===== config.mk =====
export PLATFORM = sky130hd
export DESIGN_NAME = dispatchAllocator_flat
export DESIGN_NICKNAME = d
export VERILOG_FILES = /design/src/common/activeListCfgPkg.sv /design/src/common/activeListOpsPkg.sv /design/src/common/activeListIf.sv /design/src/activeList/dispatchAllocator.sv /design/src/flat_wrapper.sv
export SDC_FILE = /design/constraint.sdc
export NUM_CORES = 1
export LEC_CHECK = 0
export ABC_AREA = 1
export CAP_MARGIN = 20
export CORE_AREA = 2 2 63 65
export CTS_BUF_LIST = sky130_fd_sc_hd__clkbuf_4 sky130_fd_sc_hd__clkbuf_8
export DETAILED_ROUTE_END_ITERATION = 8
export DIE_AREA = 0 0 65 67
export DONT_BUFFER_PORTS = 1
export GPL_TIMING_DRIVEN = 0
export PLACE_DENSITY = 0.55
export SLEW_MARGIN = 30
export SYNTH_ARGS = -nofsm -noshare
export SYNTH_HDL_FRONTEND = slang
export SYNTH_SLANG_ARGS = --single-unit

===== constraint.sdc =====
create_clock -name clk -period 2.4 [get_ports clk]
set_input_delay 0.48 -clock clk [delete_from_list [all_inputs] [get_ports clk]]
set_output_delay 0.48 -clock clk [all_outputs]
set_load 0.01 [all_outputs]

===== src/common/activeListCfgPkg.sv =====
// ============================================================================
// Size constants and index types for the reorder buffer.
// Module parameters take their defaults from here, and the derived
// types carry the index, occupancy and lane-count widths.
// ============================================================================
`default_nettype none

package activeListCfgPkg;

    localparam int ENTRY_NUM = 16;
    localparam int DISPATCH_WIDTH = 2;
    localparam int WB_WIDTH = 2;
    localparam int COMMIT_WIDTH = 2;

    // Derived widths
    localparam int IDX_WIDTH = $clog2(ENTRY_NUM);
    localparam int COUNT_WIDTH = $clog2(ENTRY_NUM + 1);
    localparam int LANE_WIDTH = $clog2(COMMIT_WIDTH + 1);
    localparam int PC_WIDTH = 32;

    typedef logic [IDX_WIDTH-1:0] EntryIdx;

    // 0 to ENTRY_NUM inclusive
    typedef logic [COUNT_WIDTH-1:0] EntryCount;

    // Lanes acting in one cycle
    typedef logic [LANE_WIDTH-1:0] LaneCount;

    typedef logic [PC_WIDTH-1:0] PcWord;

endpackage

`default_nettype wire


===== src/common/activeListOpsPkg.sv =====
// ============================================================================
// Execution-state and recovery-phase encodings and the entry record.
// Import next to activeListCfgPkg wherever entry contents are handled.
// ============================================================================
`default_nettype none

package activeListOpsPkg;

    // State written back by the execution units
    typedef enum logic [2:0] {
        stateNotFinished = 3'd0,
        stateSuccess     = 3'd1,
        stateRefetchThis = 3'd2,
        stateRefetchNext = 3'd3,
        stateTrap        = 3'd4
    } ExecState;

    typedef enum logic {
        phaseCommit = 1'b0,
        phaseFlush  = 1'b1
    } RecoveryPhase;

    typedef struct packed {
        activeListCfgPkg::PcWord pc;
        ExecState state;
    } EntryRecord;

    // Anything that finished but did not succeed needs recovery
    function automatic logic isFault(ExecState s);
        return !(s inside {stateNotFinished, stateSuccess});
    endfunction

endpackage

`default_nettype wire


===== src/common/activeListIf.sv =====
// ============================================================================
// Internal buses of the reorder buffer.
// allocIf carries tail writes and pointers from the allocator to the entry
// store; headIf carries the head window from the store to commit logic.
// ============================================================================
`timescale 1ns/1ns
`default_nettype none

interface allocIf
    import activeListCfgPkg::*;
#(
    parameter int DISPATCH_WIDTH = activeListCfgPkg::DISPATCH_WIDTH
);
    logic pushValid [DISPATCH_WIDTH];
    EntryIdx pushIdx [DISPATCH_WIDTH];
    PcWord pushPc [DISPATCH_WIDTH];
    EntryIdx headPtr;
    EntryCount count;

    modport alloc (
        output pushValid, pushIdx, pushPc, headPtr, count
    );

    modport store (
        input pushValid, pushIdx, pushPc, headPtr, count
    );
endinterface


`default_nettype wire


===== src/activeList/dispatchAllocator.sv =====
// ============================================================================
// Head, tail and occupancy pointers of the reorder buffer.
// Grants consecutive tail slots to valid dispatch lanes in lane order,
// retires popNum entries at the head, and empties the queue on flush.
// ============================================================================
`timescale 1ns/1ns
`default_nettype none

module dispatchAllocator
    import activeListCfgPkg::*;
    import activeListOpsPkg::*;
#(
    parameter int ENTRY_NUM = activeListCfgPkg::ENTRY_NUM,
    parameter int DISPATCH_WIDTH = activeListCfgPkg::DISPATCH_WIDTH
) (
    input wire logic clk,
    input wire logic rst,
    input wire logic dispatchValid [DISPATCH_WIDTH],
    input wire PcWord dispatchPc [DISPATCH_WIDTH],
    input wire LaneCount popNum,
    input wire logic flush,
    output logic allocatable,
    output EntryIdx dispatchIdx [DISPATCH_WIDTH],
    allocIf.alloc alloc
);

    EntryIdx headPtr;
    EntryIdx tailPtr;
    EntryCount count;
    LaneCount pushNum;
    RecoveryPhase phaseView;

    // Pointer plus a small offset, wrapped at ENTRY_NUM
    function automatic EntryIdx wrapAdd(EntryIdx base, LaneCount n);
        int sum;
        sum = int'(base) + int'(n);
        if (sum >= ENTRY_NUM) begin
            sum = sum - ENTRY_NUM;
        end
        return EntryIdx'(sum);
    endfunction

    // flush is high exactly while the commit side is in its flush phase
    assign phaseView = flush ? phaseFlush : phaseCommit;
    assign allocatable = (int'(count) <= ENTRY_NUM - DISPATCH_WIDTH)
                         && (phaseView == phaseCommit);

    always_comb begin
        pushNum = '0;
        for (int i = 0; i < DISPATCH_WIDTH; i++) begin
            dispatchIdx[i] = wrapAdd(tailPtr, pushNum);
            alloc.pushValid[i] = dispatchValid[i];
            alloc.pushIdx[i] = dispatchIdx[i];
            alloc.pushPc[i] = dispatchPc[i];
            if (dispatchValid[i]) begin
                pushNum = pushNum + LaneCount'(1);
            end
        end
        alloc.headPtr = headPtr;
        alloc.count = count;
    end

    always_ff @(posedge clk) begin
        if (rst) begin
            headPtr <= '0;
            tailPtr <= '0;
            count <= '0;
        end else if (flush) begin
            // Drop everything behind the head
            tailPtr <= headPtr;
            count <= '0;
        end else begin
            headPtr <= wrapAdd(headPtr, popNum);
            tailPtr <= wrapAdd(tailPtr, pushNum);
            count <= count + EntryCount'(pushNum) - EntryCount'(popNum);
        end
    end

endmodule

`default_nettype wire


===== src/flat_wrapper.sv =====
// flat-port wrapper written by rule: the top's interface ports become plain ports
module dispatchAllocator_flat import activeListCfgPkg::*; import activeListOpsPkg::*;
#(
    parameter int ENTRY_NUM = activeListCfgPkg::ENTRY_NUM,
    parameter int DISPATCH_WIDTH = activeListCfgPkg::DISPATCH_WIDTH
)
  (clk, rst, dispatchValid, dispatchPc, popNum, flush, allocatable, dispatchIdx, alloc_pushValid, alloc_pushIdx, alloc_pushPc, alloc_headPtr, alloc_count);
  allocIf #(.DISPATCH_WIDTH(DISPATCH_WIDTH)) alloc_i ();
  input wire logic clk;
  input wire logic rst;
  input wire logic dispatchValid[DISPATCH_WIDTH];
  input wire PcWord dispatchPc[DISPATCH_WIDTH];
  input wire LaneCount popNum;
  input wire logic flush;
  output logic allocatable;
  output EntryIdx dispatchIdx[DISPATCH_WIDTH];
  output wire logic [$bits(alloc_i.pushValid)-1:0] alloc_pushValid;
  output wire logic [$bits(alloc_i.pushIdx)-1:0] alloc_pushIdx;
  output wire logic [$bits(alloc_i.pushPc)-1:0] alloc_pushPc;
  output wire logic [$bits(alloc_i.headPtr)-1:0] alloc_headPtr;
  output wire logic [$bits(alloc_i.count)-1:0] alloc_count;
  assign alloc_pushValid = {>>{alloc_i.pushValid}};
  assign alloc_pushIdx = {>>{alloc_i.pushIdx}};
  assign alloc_pushPc = {>>{alloc_i.pushPc}};
  assign alloc_headPtr = alloc_i.headPtr;
  assign alloc_count = alloc_i.count;
  dispatchAllocator #(.ENTRY_NUM(ENTRY_NUM), .DISPATCH_WIDTH(DISPATCH_WIDTH)) u_core (.clk(clk), .rst(rst), .dispatchValid(dispatchValid), .dispatchPc(dispatchPc), .popNum(popNum), .flush(flush), .allocatable(allocatable), .dispatchIdx(dispatchIdx), .alloc(alloc_i));
endmodule

# Yosys cells after proc, flatten, opt, wreduce, memory -nomap -nowiden
# Index checks and enable logic that the tools add are counted.
# Widths: inputs -> output; s select.
# totals
register_bits	13
out_inout_bits	92
wordCells	29
# classes
add_sub_neg	10
magnitude_cmp	5
n_mux	8
bitwise	1
n_reduce_logical	2
# ops
op	count
$mux 4	5
$sub 4x1->4 const B	4
$ge 5x5->1 const B	3
$add 4x2->5	2
$add 4x1->5	1
$add 5x2->5	1
$ge 4x5->1 const B	1
$le 5x4->1 const B	1
$sub 5x2->5	1
$add 1x1->2 const B	1
$mux 1	2
$mux 2	1
$reduce_or 2->1	1
$logic_and 1x1->1	1
$not 1->1	1

# Longest topological paths before layout
# logic_depth
ltp_word	7
mapped_depth	9
mapped_depth_nobuf	9

# Worst setup path before layout
# No wires, ideal clock.
# synth_timing
path_type	input to register
from	in dispatchValid[0] (netlist name)
to	reg u_core.count[4], in the netlist u_core.alloc.count[4]
setup_time_ns	0.117
arrival_ns	1.893
required_time_ns	2.283
path_slack_ns	0.390
cell_stages	8
n_path_buf	0
path_cell_list	ha_1 xnor2_1 ha_1 fa_1 nand3_1 nand2_1 o21ai_1 a21oi_1
# synth_between
elab_chain_len	3
# synth_rtl
element	line_no	text
start, declared	flat_wrapper.sv:11	input wire logic dispatchValid[DISPATCH_WIDTH];
$mux 2	dispatchAllocator.sv:55	if (dispatchValid[i]) begin
$add 5x2->5	dispatchAllocator.sv:75	count <= count + EntryCount'(pushNum) - EntryCount'(popNum);
$sub 5x2->5	dispatchAllocator.sv:75	
end signal, assigned	dispatchAllocator.sv:75	
end, declared	dispatchAllocator.sv:29	EntryCount count;
# No other way between the ends.
# A chain may end at the register's enable or synchronous reset.

# Worst setup path in the final report
# layout_timing
from	reg u_core.tailPtr[0]
to	out dispatchIdx[2] (netlist name)
# layout_between
elab_chain_len	3
# layout_rtl
element	line_no	text
start, declared	dispatchAllocator.sv:28	EntryIdx tailPtr;
start signal, assigned	dispatchAllocator.sv:70	tailPtr <= headPtr;
start signal, assigned	dispatchAllocator.sv:74	tailPtr <= wrapAdd(tailPtr, pushNum);
$add 4x1->5 *	dispatchAllocator.sv:36	sum = int'(base) + int'(n);
$sub 4x1->4 or $ge 5x5->1 (tied branches)	dispatchAllocator.sv:38, dispatchAllocator.sv:37	
$mux 4 *	dispatchAllocator.sv:37	if (sum >= ENTRY_NUM) begin
end, declared	flat_wrapper.sv:16	output EntryIdx dispatchIdx[DISPATCH_WIDTH];
# Every way passes the cells marked *; elsewhere a longest branch is shown, timed or not.

==> impl_metrics.py <==
metrics = {
    "run_status": {
        "status": "finished clean",
    },
    "route": {
        "wl_um": 2897,
        "first_iter_violations": 16,
        "route.detailed.drc": 0,
        "via_per_inst": 4.579,
        "wl_per_cell_um": 12.33,
        "antenna_left": 0,
        "dr.pass1.iters": 6,
        "vias": 1076,
    },
    "floorplan": {
        "die_w_um": 65,
        "rows": 22,
        "die_y_um": 67,
        "io_pins": 163,
        "start_util": 0.4018,
        "core_region_area_sq_mm": 0.003606,
        "dieArea_sq_mm": 0.004355,
    },
    "grt": {
        "track_usage": 0.1203,
        "grt_pass1_wl_um": 4105,
        "grt_pass1_vias": 928,
        "grt_max_degree": 10,
        "antenna_found_initial": 0,
        "grt-ovfl-total": 0,
    },
    "timing": {
        "max_slew.worst_pin.slew_ps": 395.2,
        "max_freq_mhz": 478.7,
        "maxSlewViolCount": 0,
        "rsz0062_at_grt": "no",
        "period_needed_ps": 2089,
        "relSlewSlack": 0.7345,
        "period_share": 0.8704,
        "setup_viol": 0,
        "hold_viol": 0,
        "finClkSkew_ps": 7.600,
        "tns_ps": 0,
    },
    "placed_design": {
        "io_buffer_count": 0,
        "gp_congestion": 0.7815,
        "hpwl_um": 2581,
        "place_area_sq_mm": 0.001509,
    },
    "clocking": {
        "cts_buffers": 3,
        "clk_latency_ps": 240,
        "cts_hold_buf": 0,
        "cts-resized-gates": 0,
        "clock-root-buffer": "clkbuf_8",
        "cts_buffer_depth": 2,
        "clk_pin_slew_ps": 60,
        "clock_sinks": 13,
        "cts_tree": "done",
        "post_cts_buffers": 0,
        "cts_max_level": 1,
    },
    "synthesis": {
        "synth_seq_area_share": 0.1796,
        "synth_top_area_frac": 0.3834,
        "ys.warnings.count": 0,
        "yosysTopAreaCell": "buf_4",
        "postSynthAreaPerCell_sq_um": 7.917,
        "synthFlopType": "dfxtp_1",
        "synth_edf_count": 0,
        "syn_area_sq_mm": 0.001449,
        "synthDistinctLibCells": 24,
        "netlist_instances": 183,
        "syn-num-nets": 272,
        "synth_commonest_cells": "74 x buf_4, 17 x inv_1, 16 x ha_1, 13 x dfxtp_1, 12 x nand2_1",
        "ys_ff_latch": 13,
        "synthArstFlopShare": 0,
        "netlist_top_cells_area": "buf_4 38%, dfxtp_1 18%, ha_1 14%",
        "synth.most_common_cell": "buf_4",
    },
    "critical_path": {
        "setup.worst_path.class": "reg -> out",
        "worst_path_largest_cell_delay_ps": 460,
        "cp-end-kind": "output pin",
        "cpMostUsedCell": "ha_1",
        "cp.arrival_ps": 1610,
        "worstSetupStartpoint": "u_core.tailPtr[0]",
        "required_ps": 1920,
        "r2r-start": "u_core.alloc.count[0]",
        "critPathMaxFanout": 4,
        "cp_slowest_cell": "dfxtp_1",
        "cp_cell_sequence": "ha_1 -> ha_1 -> xor2_1 -> buf_4",
        "critPathLaunchType": "register",
    },
    "layout": {
        "utilization": 0.4320,
        "nNetsFinal": 277,
        "area_growth_pct": 7.513,
        "layout-drive-gt1-share": 0.4652,
        "final_area_sq_mm": 0.001558,
        "antennaDiodeCount": 0,
    },
    "power": {
        "power_density_mw_per_mm2": 508.9,
        "p_leak_nw": 0.8533,
        "max-vdd-ir-drop_uv": 382.9,
    },
    "job": {
        "maxCapViolCount": 0,
    },
    "hold_path": {
        "hold_class": "in -> reg",
        "hold_path.startpoint": "flush",
    },
}
final timing paths:
| kind | to | slack (ps) | depth (start not counted) |
|---|---|---|---|
| worst max-delay path | dispatchIdx[2] | 310 | 4 |
| worst min register to register | u_core.tailPtr[0] | 580 | 2 |
| worst max register to register | u_core.alloc.count[4] | 540 | 9 |
| worst min-delay path | u_core.tailPtr[2] | 360 | 2 |
final cells by class:
cell class,count,area (sq um)
Sequential cell,13,260.3
Inverter,20,75.07
Multi-Input combinational cell,75,546.8
Buffer,75,566.8
Fill cell,353,2048
Tap cell,48,60.06
Clock buffer,4,48.80
power by group:
group / leakage [nW] / internal (mW) / total [mW] / switching, mW
logic: 0.720 / 0.156 / 0.312 / 0.156
registers: 0.107 / 0.238 / 0.275 / 0.0373
clock network: 0.0262 / 0.128 / 0.206 / 0.0773
total: 0.853 / 0.522 / 0.793 / 0.270
state kept, by name, indices dropped and copies added, names as in the netlist:
register	cells
u_core.alloc.count	5
u_core.alloc.headPtr	4
u_core.tailPtr	4
per-stage QoR:
step                      hold WS, ps  instances  worst slack, ps  power, mW
after floorplan                 529.8        183            390.4     0.5513
after global placement          563.7        231            309.4     0.5899
after detailed placement        583.4        231            285.5     0.5963
after CTS                       354.8        235            274.8     0.8071
after global routing            372.8        235            252.1     0.8455
final                           358.7        235            311.1     0.7927
metal layers:
layer	global-route usage	wire, um
met2	0.2036	1409
met3	0.05405	420
met1	0.1462	1059
met5	0	0
met4	0.007979	8
cell usage in the layout (no fill, tap or decap):
master,netlist,layout
a211oi_1,1,1
inv_2,3,3
a21oi_1,6,6
ha_1,16,16
nand2_1,12,12
xor2_1,2,2
o21bai_1,1,1
nand4_1,2,2
nor2_2,1,1
nand3_1,10,10
fa_1,2,2
nor3_1,2,2
dfxtp_1,13,13
buf_6,1,1
nand2_2,2,2
nand3_2,1,1
clkbuf_4,0,1
o21ai_1,4,4
a21o_1,2,2
a31oi_1,1,1
xnor2_1,3,3
clkbuf_8,0,3
inv_1,17,17
nor2_1,6,6
buf_4,74,74
and2_2,1,1
worst max-delay path, delay by kind of cell (launching register included):
family	cells	cell delay (ps)
flip-flops	1	460
adder cells (fa/ha/maj)	2	410
XOR/XNOR	1	310
buffers and inverters	1	190
logic make-up (layout without fill, tap and decap cells):
| logic type | Yosys count | count (layout) | synth area share |
|---|---|---|---|
| AND/OR/NAND/NOR | 37 | 37 | 0.1218 |
| flip-flops | 13 | 13 | 0.1796 |
| adder cells (fa/ha/maj) | 18 | 18 | 0.1658 |
| AO/OA/AOI/OAI | 15 | 15 | 0.05959 |
| buffers and inverters | 95 | 99 | 0.4430 |
| XOR/XNOR | 5 | 5 | 0.03023 |
Power figures use the tool's default switching activity.
