==> config.mk <==
export PLATFORM = sky130hd
export DESIGN_NAME = commitSelector_flat
export DESIGN_NICKNAME = d
export VERILOG_FILES = /design/src/common/activeListCfgPkg.sv /design/src/common/activeListOpsPkg.sv /design/src/common/activeListIf.sv /design/src/activeList/commitSelector.sv /design/src/flat_wrapper.sv
export SDC_FILE = /design/constraint.sdc
export NUM_CORES = 1
export LEC_CHECK = 0
export BUFFER_PORTS_ARGS = -buffer_cell sky130_fd_sc_hd__buf_2
export CORE_AREA = 4 4 70 72
export CTS_BUF_LIST = sky130_fd_sc_hd__clkbuf_8
export DETAILED_ROUTE_END_ITERATION = 7
export DIE_AREA = 0 0 74 76
export MAX_ROUTING_LAYER = met4
export PLACE_DENSITY = 0.7
export SYNTH_ARGS = -nofsm -noshare
export SYNTH_HDL_FRONTEND = slang
export SYNTH_SLANG_ARGS = --single-unit
export TNS_END_PERCENT = 100
==> constraint.sdc <==
create_clock -name clk -period 2.7 [get_ports clk]
set_input_delay 0.54 -clock clk [delete_from_list [all_inputs] [get_ports clk]]
set_output_delay 0.54 -clock clk [all_outputs]
set_load 0.02 [all_outputs]
==> src/common/activeListCfgPkg.sv <==
// ============================================================================
// Size constants and index types for the reorder buffer.
// Module parameters take their defaults from here, and the derived
// types carry the index, occupancy and lane-count widths.
// ============================================================================
`default_nettype none

package activeListCfgPkg;

    localparam int ENTRY_NUM = 16;
    localparam int DISPATCH_WIDTH = 2;
    localparam int WB_WIDTH = 2;
    localparam int COMMIT_WIDTH = 2;

    // Derived widths
    localparam int IDX_WIDTH = $clog2(ENTRY_NUM);
    localparam int COUNT_WIDTH = $clog2(ENTRY_NUM + 1);
    localparam int LANE_WIDTH = $clog2(COMMIT_WIDTH + 1);
    localparam int PC_WIDTH = 32;

    typedef logic [IDX_WIDTH-1:0] EntryIdx;

    // 0 to ENTRY_NUM inclusive
    typedef logic [COUNT_WIDTH-1:0] EntryCount;

    // Lanes acting in one cycle
    typedef logic [LANE_WIDTH-1:0] LaneCount;

    typedef logic [PC_WIDTH-1:0] PcWord;

endpackage

`default_nettype wire

==> src/common/activeListOpsPkg.sv <==
// ============================================================================
// Execution-state and recovery-phase encodings and the entry record.
// Import next to activeListCfgPkg wherever entry contents are handled.
// ============================================================================
`default_nettype none

package activeListOpsPkg;

    // State written back by the execution units
    typedef enum logic [2:0] {
        stateNotFinished = 3'd0,
        stateSuccess     = 3'd1,
        stateRefetchThis = 3'd2,
        stateRefetchNext = 3'd3,
        stateTrap        = 3'd4
    } ExecState;

    typedef enum logic {
        phaseCommit = 1'b0,
        phaseFlush  = 1'b1
    } RecoveryPhase;

    typedef struct packed {
        activeListCfgPkg::PcWord pc;
        ExecState state;
    } EntryRecord;

    // Anything that finished but did not succeed needs recovery
    function automatic logic isFault(ExecState s);
        return !(s inside {stateNotFinished, stateSuccess});
    endfunction

endpackage

`default_nettype wire

==> src/common/activeListIf.sv <==
// ============================================================================
// Internal buses of the reorder buffer.
// allocIf carries tail writes and pointers from the allocator to the entry
// store; headIf carries the head window from the store to commit logic.
// ============================================================================
`timescale 1ns/1ns
`default_nettype none


interface headIf
    import activeListCfgPkg::*;
    import activeListOpsPkg::*;
#(
    parameter int COMMIT_WIDTH = activeListCfgPkg::COMMIT_WIDTH
);
    // Lane i holds entry headPtr + i
    ExecState headState [COMMIT_WIDTH];
    PcWord headPc [COMMIT_WIDTH];
    EntryIdx headPtr;
    EntryCount count;

    modport store (
        output headState, headPc, headPtr, count
    );

    modport commit (
        input headState, headPc, headPtr, count
    );
endinterface

`default_nettype wire

==> src/activeList/commitSelector.sv <==
// ============================================================================
// In-order commit and fault recovery of the reorder buffer.
// Commits the leading successful entries of the head window, reports a
// fault at the head and runs the one-cycle flush phase that follows it.
// ============================================================================
`timescale 1ns/1ns
`default_nettype none

module commitSelector
    import activeListCfgPkg::*;
    import activeListOpsPkg::*;
#(
    parameter int COMMIT_WIDTH = activeListCfgPkg::COMMIT_WIDTH
) (
    input wire logic clk,
    input wire logic rst,
    headIf.commit head,
    output logic commitValid [COMMIT_WIDTH],
    output PcWord commitPc [COMMIT_WIDTH],
    output logic faultValid,
    output PcWord faultPc,
    output ExecState faultState,
    output LaneCount popNum,
    output logic flush
);

    RecoveryPhase phase;
    logic headLive;

    // Lane 0 only counts when the queue holds something
    assign headLive = (head.count != '0);

    always_comb begin
        logic goOn;
        goOn = (phase == phaseCommit);
        popNum = '0;
        for (int i = 0; i < COMMIT_WIDTH; i++) begin
            // Stop at count or at the first entry not yet successful
            commitValid[i] = goOn
                             && (i < int'(head.count))
                             && (head.headState[i] == stateSuccess);
            commitPc[i] = head.headPc[i];
            goOn = commitValid[i];
            if (commitValid[i]) begin
                popNum = popNum + LaneCount'(1);
            end
        end
    end

    // A faulting head never commits, lane 0 fails the success check
    assign faultValid = (phase == phaseCommit) && headLive
                        && isFault(head.headState[0]);
    assign faultPc = head.headPc[0];
    assign faultState = head.headState[0];

    assign flush = (phase == phaseFlush);

    always_ff @(posedge clk) begin
        if (rst) begin
            phase <= phaseCommit;
        end else begin
            case (phase)
                phaseCommit: begin
                    if (faultValid) begin
                        phase <= phaseFlush;
                    end
                end
                phaseFlush: begin
                    // Queue is emptied at the end of this cycle
                    phase <= phaseCommit;
                end
                default: begin
                    phase <= phaseCommit;
                end
            endcase
        end
    end

endmodule

`default_nettype wire

==> src/flat_wrapper.sv <==
// flat-port wrapper written by rule: the top's interface ports become plain ports
module commitSelector_flat import activeListCfgPkg::*; import activeListOpsPkg::*;
#(
    parameter int COMMIT_WIDTH = activeListCfgPkg::COMMIT_WIDTH
)
  (clk, rst, commitValid, commitPc, faultValid, faultPc, faultState, popNum, flush, head_headState, head_headPc, head_headPtr, head_count);
  headIf #(.COMMIT_WIDTH(COMMIT_WIDTH)) head_i ();
  input wire logic clk;
  input wire logic rst;
  output logic commitValid[COMMIT_WIDTH];
  output PcWord commitPc[COMMIT_WIDTH];
  output logic faultValid;
  output PcWord faultPc;
  output ExecState faultState;
  output LaneCount popNum;
  output logic flush;
  input wire logic [$bits(head_i.headState)-1:0] head_headState;
  input wire logic [$bits(head_i.headPc)-1:0] head_headPc;
  input wire logic [$bits(head_i.headPtr)-1:0] head_headPtr;
  input wire logic [$bits(head_i.count)-1:0] head_count;
  assign head_i.headState = {>>{head_headState}};
  assign head_i.headPc = {>>{head_headPc}};
  assign head_i.headPtr = head_headPtr;
  assign head_i.count = head_count;
  commitSelector #(.COMMIT_WIDTH(COMMIT_WIDTH)) u_core (.clk(clk), .rst(rst), .head(head_i), .commitValid(commitValid), .commitPc(commitPc), .faultValid(faultValid), .faultPc(faultPc), .faultState(faultState), .popNum(popNum), .flush(flush));
endmodule
# Word-level counts from Yosys, hierarchy flattened
# Cells that the tools add are included.
# W data, S select, Z words.
# classes
addsub	1
mul	0
n_div	0
n_lt_le_gt_ge	2
n_eq_ne	2
n_shift	0
muxes	4
bitwise	1
n_reduce_logical	10
# ops
operator	n
$lt A1 B5 Y1 const A	2
$eq A3 B1 Y1 const B	2
$logic_and A1 B1 Y1	6
$reduce_bool A5 Y1	1
$logic_not A3 Y1	1
$add A1 B1 Y2 const B	1
$mux W1	2
$mux W2	1
$pmux W1 S2	1
$reduce_bool A2 Y1	1
$logic_not A1 Y1	1
$not A1 Y1	1
# totals
regBits	1
latch_bits	0
ramBits	0
romBits	0
input_bits	81
word_cells	21
memories	0

# Depth between registers and ports, before layout
# Gate-level depths: netlist of the first run.
# logic_depth
word_depth	6
mapped_depth	3
mapped_depth_nobuf	3

# Least setup slack after synthesis of the first run
# OpenSTA, ideal clock, no wires.
# synth_path
path_type	input to output
start	in head_headState[4]
end	out popNum[0]
t_arrival_ps	1995
setup_slack_ps	165
stages	3
path_buffers	0
path_cell_list	or4b_4 > nor4_2 > ha_1
# synth_rtl
element	line_no	rtl
from (decl)	flat_wrapper.sv:17	input wire logic [$bits(head_i.headState)-1:0] head_headState;
to (decl)	flat_wrapper.sv:15	output LaneCount popNum;

# Worst setup path in the final report of the first run
# layout_path
start	in head_headState[4]
end	out popNum[0]
# layout_between
elab_chain_len	5
elab_cells_between_ends	7
# layout_lines
element	line_no	rtl
$eq A3 B1 Y1 (*)	commitSelector.sv:41	&& (head.headState[i] == stateSuccess);
$logic_and A1 B1 Y1 (*)	commitSelector.sv:41	
$mux W1 / $logic_and A1 B1 Y1 (equally long branches)	commitSelector.sv:44, commitSelector.sv:40	
$add A1 B1 Y2 / $logic_and A1 B1 Y1 (equally long branches)	commitSelector.sv:45, commitSelector.sv:41	
$mux W2 (*)	commitSelector.sv:44	if (commitValid[i]) begin
# Mark *: on every way between the ends. The rest lies on a longest branch, timed or not.

==> out/metrics.csv, run 1 <==
metric;value;unit
post-route-drc-count;0;
clockPowerShare;0;%
cts-hold-fix-buffers;0;
first_iter_violations;6;
yosys_register_bits;1;
dominant_combinational_cell_family_by_area_after_synthesis;buffers and inverters;
synth_adder_area_share;1.47;%
routed_via_density;3.10;
power_report.internal_total;0.0000301;W
placed_cells;84;
globalRouteTotalUtil;3.89;%
fin_worst_skew;0;ps
sequentialPowerShare;35.1;%
detail-route-antenna-nets;0;
fin_tns_setup;0;ps
die_h;76;um
share_of_yosys_cell_area_claimed_by_the_top_area_cell_type;87.5;%
synthTopCellsByArea;sky130_fd_sc_hd__buf_4 (87%), sky130_fd_sc_hd__nor4_2 (2.9%), sky130_fd_sc_hd__dfxtp_1 (2.4%), sky130_fd_sc_hd__or4b_4 (1.6%), sky130_fd_sc_hd__ha_1 (1.5%);
part_of_the_yosys_area_used_for_sequential_elements;2.36;%
worstPathArrival;1900;ps
grt_setup_unrepaired;no;
worstMarginPinSlew;477;ps
cts_clock_pin_slew_for_the_worst_setup_and_hold_paths;0;ps
final_max_slew_viol_count;0;
yosys_warnings;0;
netSwitchingPower;0.0000196;W
combPwrFrac;64.9;%
hold_class;reg2reg;
instances_no_fill;84;
finalHoldViolations;0;
crit_path_max_fanout;3;
worst_setup_path_start_kind;primary input;
clock_latency;0;ps
io_buffers;21;
grt_overflow;0;
synth_cells;110;
muxShareOfSynthArea;0;%
ir_drop_worst_vdd;0.0471;mV
post_dr_wirelength_cell;15.2;um
first_pass_iters;2;
max-cap-violations;0;
timing.max_slew.rel_slack;67.9;%
final_layout_size_suffix_gt1_share;75.0;%
design.final.nets;116;
fin_crit_sh;90.5;%
grt_pass1_vias;307;
yosysUniqueCellTypes;11;
status;finished clean;
grt_max_degree;5;
r2r_setup_slack;1980;ps
grt_first_pass_wirelength;1.71;mm
post_cts_buffers;0;
stdcell_area;277;um2
post_dp_cell_area;277;um2
power.static_leakage;0.128;nW
min_delay_worst_endpoint;u_core.flush$_SDFF_PP0_;
crit_required;2160;ps
finalSetupViolCount;0;
place_congestion;0.694;
largest_register_ff_count;1;
syn_area;850;um2
coreArea;4290;um2
n_antenna_cell;0;
synth_top_area_cell;sky130_fd_sc_hd__buf_4;
syn_area_per_cell;7.72;um2
worstHoldStart;u_core.flush$_SDFF_PP0_;
synthesized_area_fraction_occupied_by_ao_oa_aoi_and_oai_cells;2.50;%
hold_depth;1;
sw_frac_of_total;39.5;%
setup.worst_path.class;in2out;
syn-num-nets;192;
post_cts_resized;0;
grt_antenna_before_repair;0;
max_freq;0.409;GHz
ioPinCount;186;
finalCriticalPeriod;2440;ps
totalWireLength;1.28;mm
regToRegEndpoint;u_core.flush$_SDFF_PP0_;
post_synth_and_or_nand_nor_area_fraction;5.74;%
critical_path.reg2reg.startpoint;u_core.flush$_SDFF_PP0_;
detailroute.via_count;260;
crit_path_end_kind;output pin;
synthToLayoutAreaGrowth;-67.5;%
timing.reg2reg.worst_path_depth;1;
post_synth_xor_area_fraction;0;%
row_count;24;
die_area;5620;um2
initial_core_util;19.8;%
fin_hold_ws;481;ps
die_width;74;um
cellPowerDensity;180;nW/um2
==> how the worst max path moves through the flow <==
stage,from,to,slack [ps],cells past startpoint
after floorplan,head_headState[4],popNum[0],160,3
after global placement,head_headState[4],popNum[0],280,5
after detailed placement,head_headState[4],popNum[0],260,5
after CTS,head_headState[4],popNum[0],250,5
after global routing,head_headState[4],popNum[0],210,5
final,head_headState[4],popNum[0],260,5
==> placed cells by master (no fill, tap or decap) <==
| master | n |
|---|---|
| sky130_fd_sc_hd__a211oi_1 | 1 |
| sky130_fd_sc_hd__inv_1 | 1 |
| sky130_fd_sc_hd__or4b_4 | 1 |
| sky130_fd_sc_hd__nor2_1 | 1 |
| sky130_fd_sc_hd__dfxtp_1 | 1 |
| sky130_fd_sc_hd__ha_1 | 1 |
| sky130_fd_sc_hd__nand2b_1 | 1 |
| sky130_fd_sc_hd__nor4_2 | 2 |
| sky130_fd_sc_hd__buf_2 | 21 |
| sky130_fd_sc_hd__a2111oi_0 | 1 |
| sky130_fd_sc_hd__a21oi_1 | 1 |
==> synthesized netlist by cell type <==
library cell and instances:
sky130_fd_sc_hd__a2111oi_0 1, sky130_fd_sc_hd__a211oi_1 1, sky130_fd_sc_hd__a21oi_1 1, sky130_fd_sc_hd__buf_4 99, sky130_fd_sc_hd__dfxtp_1 1, sky130_fd_sc_hd__ha_1 1
sky130_fd_sc_hd__inv_1 1, sky130_fd_sc_hd__nand2b_1 1, sky130_fd_sc_hd__nor2_1 1, sky130_fd_sc_hd__nor4_2 2, sky130_fd_sc_hd__or4b_4 1
==> routing by layer <==
| layer | track usage [%] | routed length, um | vias up |
|---|---|---|---|
| li1 | - | - | 88 |
| met1 | 3.00 | 306 | 87 |
| met2 | 2.75 | 355 | 45 |
| met3 | 3.30 | 319 | 40 |
| met4 | 9.06 | 295 | 0 |
| met5 | - | 0 | - |
==> cell families after synthesis <==
group | count (synthesis)
AO/OA/AOI/OAI | 3
adder cells (fa/ha/maj) | 1
buffers and inverters | 100
AND/OR/NAND/NOR | 5
flip-flops | 1
==> critical path, stage by stage <==
cell	delay, ps
sky130_fd_sc_hd__buf_2	120
sky130_fd_sc_hd__or4b_4	540
sky130_fd_sc_hd__nor4_2	270
sky130_fd_sc_hd__ha_1	280
sky130_fd_sc_hd__buf_2	160
==> per-stage QoR <==
| step | power (W) | util, % | setup slack [ps] |
|---|---|---|---|
| 6_report | 0.0000497 | 6.44 | 256 |
| 5_1_grt | 0.0000526 | 6.44 | 212 |
| 4_1_cts | 0.0000498 | 6.44 | 251 |
| 3_5_place_dp | 0.0000498 | 6.44 | 258 |
| 3_3_place_gp | 0.0000494 | 6.44 | 278 |
| 2_1_floorplan | 0.000243 | - | 165 |
==> power by group through the flow <==
stage               Sequential [W]  Combinational [W]  Clock [W]
floorplan                0.0000188           0.000224          0
global placement         0.0000173          0.0000321          0
detailed placement       0.0000175          0.0000323          0
CTS                      0.0000175          0.0000324          0
global route             0.0000177          0.0000349          0
finish                   0.0000174          0.0000323          0
==> layout make-up <==
cell class	instances	area, um2
repair buffers	21	105
well taps	52	65.1
multi-input cells	9	82.6
flip-flops and latches	1	20.0
inverters	1	3.75
fillers	502	4020
Note: power is estimated with default switching activity, not from simulation.
==> run 2, diff against run 1 <==
CORE_AREA = 2 2 72 74   (was 4 4 70 72)
PLACE_DENSITY = not set   (was 0.7)
==> out/metrics.csv, run 2 (same netlist as run 1, synthesis figures left out) <==
metric;value;unit;change
n_antenna_cell;0;;unchanged
detail-route-antenna-nets;0;;unchanged
status;finished clean;;unchanged
final_cell_mix;sky130_fd_sc_hd__buf_2 (21), sky130_fd_sc_hd__nor4_2 (2);;unchanged
finalCriticalPeriod;2450;ps;was 2440 ps
critPathMaxStageDelay;550;ps;was 540 ps
grt_setup_unrepaired;no;;unchanged
worstMarginPinSlew;304;ps;was 477 ps
max-cap-violations;0;;unchanged
critical_path.slowest_cell;sky130_fd_sc_hd__or4b_4;;unchanged
power.static_leakage;0.134;nW;was 0.128 nW
totalWireLength;1.53;mm;was 1.28 mm
place_hpwl;1.32;mm;
routed_via_density;2.78;;was 3.10
post_cts_buffers;0;;unchanged
crit_path_end_kind;output pin;;unchanged
timing.critical_path.mode_cell;sky130_fd_sc_hd__buf_2;;unchanged
design.final.nets;117;;was 116
post-route-drc-count;0;;unchanged
grt_overflow;0;;unchanged
place_congestion;0.497;;was 0.694
grt_first_pass_wirelength;1.92;mm;was 1.71 mm
globalRouteTotalUtil;4.71;%;was 3.89%
die_width;74;um;unchanged
grt_pass1_vias;296;;was 307
crit_required;2160;ps;about the same
timing.max_slew.rel_slack;79.2;%;was 67.9%
initial_core_util;17.3;%;was 19.8%
cellPowerDensity;168;nW/um2;was 180 nW/um2
layout.cells.most_common;sky130_fd_sc_hd__buf_2;;unchanged
finalSetupViolCount;0;;unchanged
finalHoldViolations;0;;unchanged
first_pass_iters;1;;was 2
worstPathArrival;1910;ps;was 1900 ps
worst_setup_path_start_kind;primary input;;unchanged
detailroute.via_count;286;;was 260
grt_max_degree;5;;unchanged
final_layout_size_suffix_gt1_share;75.8;%;was 75.0%
fin_crit_sh;90.8;%;was 90.5%
crit_path_max_fanout;3;;unchanged
largest_register_ff_count;1;;unchanged
ir_drop_worst_vdd;0.0799;mV;was 0.0471 mV
coreArea;4910;um2;was 4290 um2
grt_antenna_before_repair;0;;unchanged
clock_latency;0;ps;about the same
critical_path.cell_chain;buf_2 > or4b_4 > nor4_2 > ha_1 > buf_2;;unchanged
p_total;0.0000514;W;was 0.0000497 W
die_area;5620;um2;unchanged
io_buffers;21;;unchanged
fin_tns_setup;0;ps;unchanged
ioPinCount;186;;unchanged
post_dr_wirelength_cell;14.8;um;was 15.2 um
hold_class;reg2reg;;unchanged
max_freq;0.408;GHz;was 0.409 GHz
post_cts_resized;0;;unchanged
setup.worst_path.class;in2out;;unchanged
synthToLayoutAreaGrowth;-63.9;%;was -67.5%
fin_worst_skew;0;ps;unchanged
final_max_slew_viol_count;0;;unchanged
first_iter_violations;0;;was 6
cts_clock_pin_slew_for_the_worst_setup_and_hold_paths;0;ps;about the same
cts-hold-fix-buffers;0;;unchanged
row_count;26;;was 24
die_h;76;um;unchanged
[run 2: per-layer routing]
layer	track usage [%]	up-vias	part of all wire (%)
li1	-	89	-
met1	4.72	105	32
met2	4.91	57	32
met3	2.51	35	22
met4	7.27	0	15
met5	-	-	0
[run 2: worst paths after layout]
kind	end	slack, ps	cells after the start	start
setup / recovery	popNum[0]	250	5	head_headState[4]
hold / removal	u_core.flush$_SDFF_PP0_	480	1	u_core.flush$_SDFF_PP0_
setup reg to reg	u_core.flush$_SDFF_PP0_	2020	1	u_core.flush$_SDFF_PP0_
hold reg to reg	u_core.flush$_SDFF_PP0_	480	1	u_core.flush$_SDFF_PP0_
[run 2: where the power goes]
part / switching (W) / internal, W / leakage, nW
Sequential: 0.00000114 / 0.0000163 / 0.00835
Combinational: 0.0000198 / 0.0000141 / 0.125
Clock: 0 / 0 / 0
[run 2: worst max-delay path: cells and delay by family]
kind	cells	cell delay (ps)
adders and majority gates	1	270
buffers and inverters	2	270
and+or+nand+nor	2	830
[run 2: layout make-up]
class,instances,area (um2)
Fill cell,577,4610
Timing Repair Buffer,22,113
Tap cell,70,87.6
Multi-Input combinational cell,9,82.6
Sequential cell,1,20.0
Inverter,1,3.75
[run 2: per-stage QoR]
step | util, % | instance area, um2 | cells | hold WS [ps] | setup slack, ps
floorplan | - | 850 | 110 | 586 | 165
global placement | 6.24 | 307 | 103 | 473 | 259
detailed placement | 6.24 | 307 | 103 | 481 | 216
CTS | 6.24 | 307 | 103 | 485 | 214
global route | 6.24 | 307 | 103 | 513 | 159
finish | 6.24 | 307 | 103 | 477 | 247
==> run 3, diff against run 2 <==
CORE_AREA = 2 2 71 73   (was 2 2 72 74)
DIE_AREA = 0 0 73 75   (was 0 0 74 76)
PLACE_DENSITY = 0.67   (was not set)
clock period = 2.2 ns   (was 2.7 ns; I/O delays follow)
==> out/metrics.csv, run 3 (same netlist as run 1, synthesis figures left out) <==
metric;value;unit;change
first_iter_violations;10;;was 0
worstPathArrival;1770;ps;was 1910 ps
finalCriticalPeriod;2210;ps;
cp_num_cells;5;;unchanged
critical_path.slowest_cell;sky130_fd_sc_hd__or4b_4;;unchanged
final.setup.worst_slack;-9.24;ps;was 247 ps
timing.critical_path.mode_cell;sky130_fd_sc_hd__buf_2;;unchanged
die_width;73;um;was 74 um
worst-path-buf-inv;2;;unchanged
crit_path_end_kind;output pin;;unchanged
grt_first_pass_wirelength;1.48;mm;was 1.92 mm
design.final.nets;121;;was 117
largest_register_ff_count;1;;unchanged
grt_pass1_vias;294;;was 296
critPathMaxStageDelay;560;ps;was 550 ps
worst_setup_path_start_kind;primary input;;unchanged
crit_required;1760;ps;was 2160 ps
instances_no_fill;91;;was 103
die_area;5480;um2;was 5620 um2
first_pass_iters;3;;was 1
fin_crit_sh;100;%;
grt_antenna_before_repair;0;;unchanged
detail-route-antenna-nets;0;;unchanged
setup.worst_path.class;in2out;;unchanged
post_dr_wirelength_cell;13.1;um;was 14.8 um
ir_drop_worst_vdd;0.0413;mV;was 0.0799 mV
clock_latency;0;ps;about the same
timing.max_slew.rel_slack;76.4;%;was 79.2%
coreArea;4660;um2;was 4910 um2
status;finished, violations left;;was finished clean
route.met3.wl;331;um;was 330 um
post-route-drc-count;0;;unchanged
maxUsedRoutingLayer;met4;;unchanged
final_max_slew_viol_count;0;;unchanged
synthToLayoutAreaGrowth;-60.5;%;was -63.9%
met2RoutedLength;373;um;was 487 um
fillerInstances;536;;was 577
place_congestion;0.549;;was 0.497
grt_max_degree;5;;unchanged
post_dp_cell_area;322;um2;was 307 um2
fin_worst_skew;0;ps;unchanged
worstMarginPinSlew;345;ps;was 304 ps
crit_path_max_fanout;2;;was 3
initial_core_util;18.2;%;was 17.3%
layout.cells.most_common;sky130_fd_sc_hd__buf_2;;unchanged
timing.reg2reg.worst_path_depth;1;;unchanged
cellPowerDensity;198;nW/um2;was 168 nW/um2
grt_setup_unrepaired;yes;;was no
io_buffers;21;;unchanged
placed_cells;90;;was 103
die_h;75;um;was 76 um
grt_overflow;0;;unchanged
detailroute.via_count;283;;was 286
finalSetupViolCount;1;;was 0
row_count;25;;was 26
critical_path.cell_chain;buf_2 > or4b_4 > nor4_4 > ha_1 > buf_2;;was buf_2 > or4b_4 > nor4_2 > ha_1 > buf_2
finalHoldViolations;0;;unchanged
power.static_leakage;0.155;nW;was 0.134 nW
cts_clock_pin_slew_for_the_worst_setup_and_hold_paths;0;ps;about the same
totalWireLength;1.19;mm;was 1.53 mm
hold_class;reg2reg;;unchanged
final_cell_mix;sky130_fd_sc_hd__buf_2 (20), sky130_fd_sc_hd__buf_4 (5);;was sky130_fd_sc_hd__buf_2 (21), sky130_fd_sc_hd__nor4_2 (2)
stdcell_area;335;um2;was 307 um2
n_antenna_cell;0;;unchanged
failing_checks;negative setup slack;;
globalRouteTotalUtil;3.48;%;was 4.71%
final_layout_size_suffix_gt1_share;81.1;%;was 75.8%
path_delay_family;simple AND/OR/NAND/NOR gates;;unchanged
hold_depth;1;;unchanged
routed_via_density;3.11;;was 2.78
p_total;0.0000663;W;was 0.0000514 W
max_freq;0.453;GHz;
max-cap-violations;0;;unchanged
ioPinCount;186;;unchanged
detail_route.wirelength.met1;285;um;was 486 um
-- run 3: changes by cell type in the layout (fill, tap and decap cells not counted), sizes merged --
cell | before | now
buf | 22 | 26
-- run 3: power breakdown --
part	leakage (nW)	switching, W	internal, W
Combinational	0.146	0.0000246	0.0000204
Sequential	0.00835	0.00000128	0.0000201
Clock	0	0	0
-- run 3: cell type report --
| type | instances | area [um2] | share of cell area [%] |
|---|---|---|---|
| timing repair buffer | 26 | 149 | 44.4 |
| multi-input combinational | 9 | 95.1 | 28.4 |
| tap | 54 | 67.6 | 20.1 |
| sequential | 1 | 20.0 | 5.97 |
| inverter | 1 | 3.75 | 1.12 |
-- run 3: metrics by stage --
step / TNS, ps / utilization, % / hold slack, ps / setup WS, ps
2_1_floorplan: 0 / - / 530 / 15.8
4_1_cts: -22.2 / 6.90 / 488 / -22.2
3_3_place_gp: -8.76 / 6.90 / 488 / -8.76
5_1_grt: -64.8 / 7.19 / 532 / -64.8
6_report: -9.24 / 7.19 / 476 / -9.24
3_5_place_dp: -20.6 / 6.90 / 485 / -20.6
-- run 3: routing by layer --
| layer | vias to the layer above | track usage (%) |
|---|---|---|
| met4 | 0 | 7.20 |
| met1 | 99 | 2.56 |
| met3 | 34 | 3.61 |
| met2 | 52 | 2.70 |
| li1 | 98 | - |
| met5 | - | - |
-- run 3: final timing paths --
| path | from | endpoint | slack, ps |
|---|---|---|---|
| max | head_headState[4] | popNum[0] | -9 |
| min | u_core.flush$_SDFF_PP0_ | u_core.flush$_SDFF_PP0_ | 480 |
| max reg2reg | u_core.flush$_SDFF_PP0_ | u_core.flush$_SDFF_PP0_ | 1480 |
| min reg2reg | u_core.flush$_SDFF_PP0_ | u_core.flush$_SDFF_PP0_ | 480 |
-- run 3: repair_timing --
item | 4_1_cts | 5_1_grt
resized for setup | 0 | 2
endpoints found under the setup margin | 1 | 2
buffers inserted | 0 | 1
hold buffers | 0 | 0
gates cloned | 0 | 0
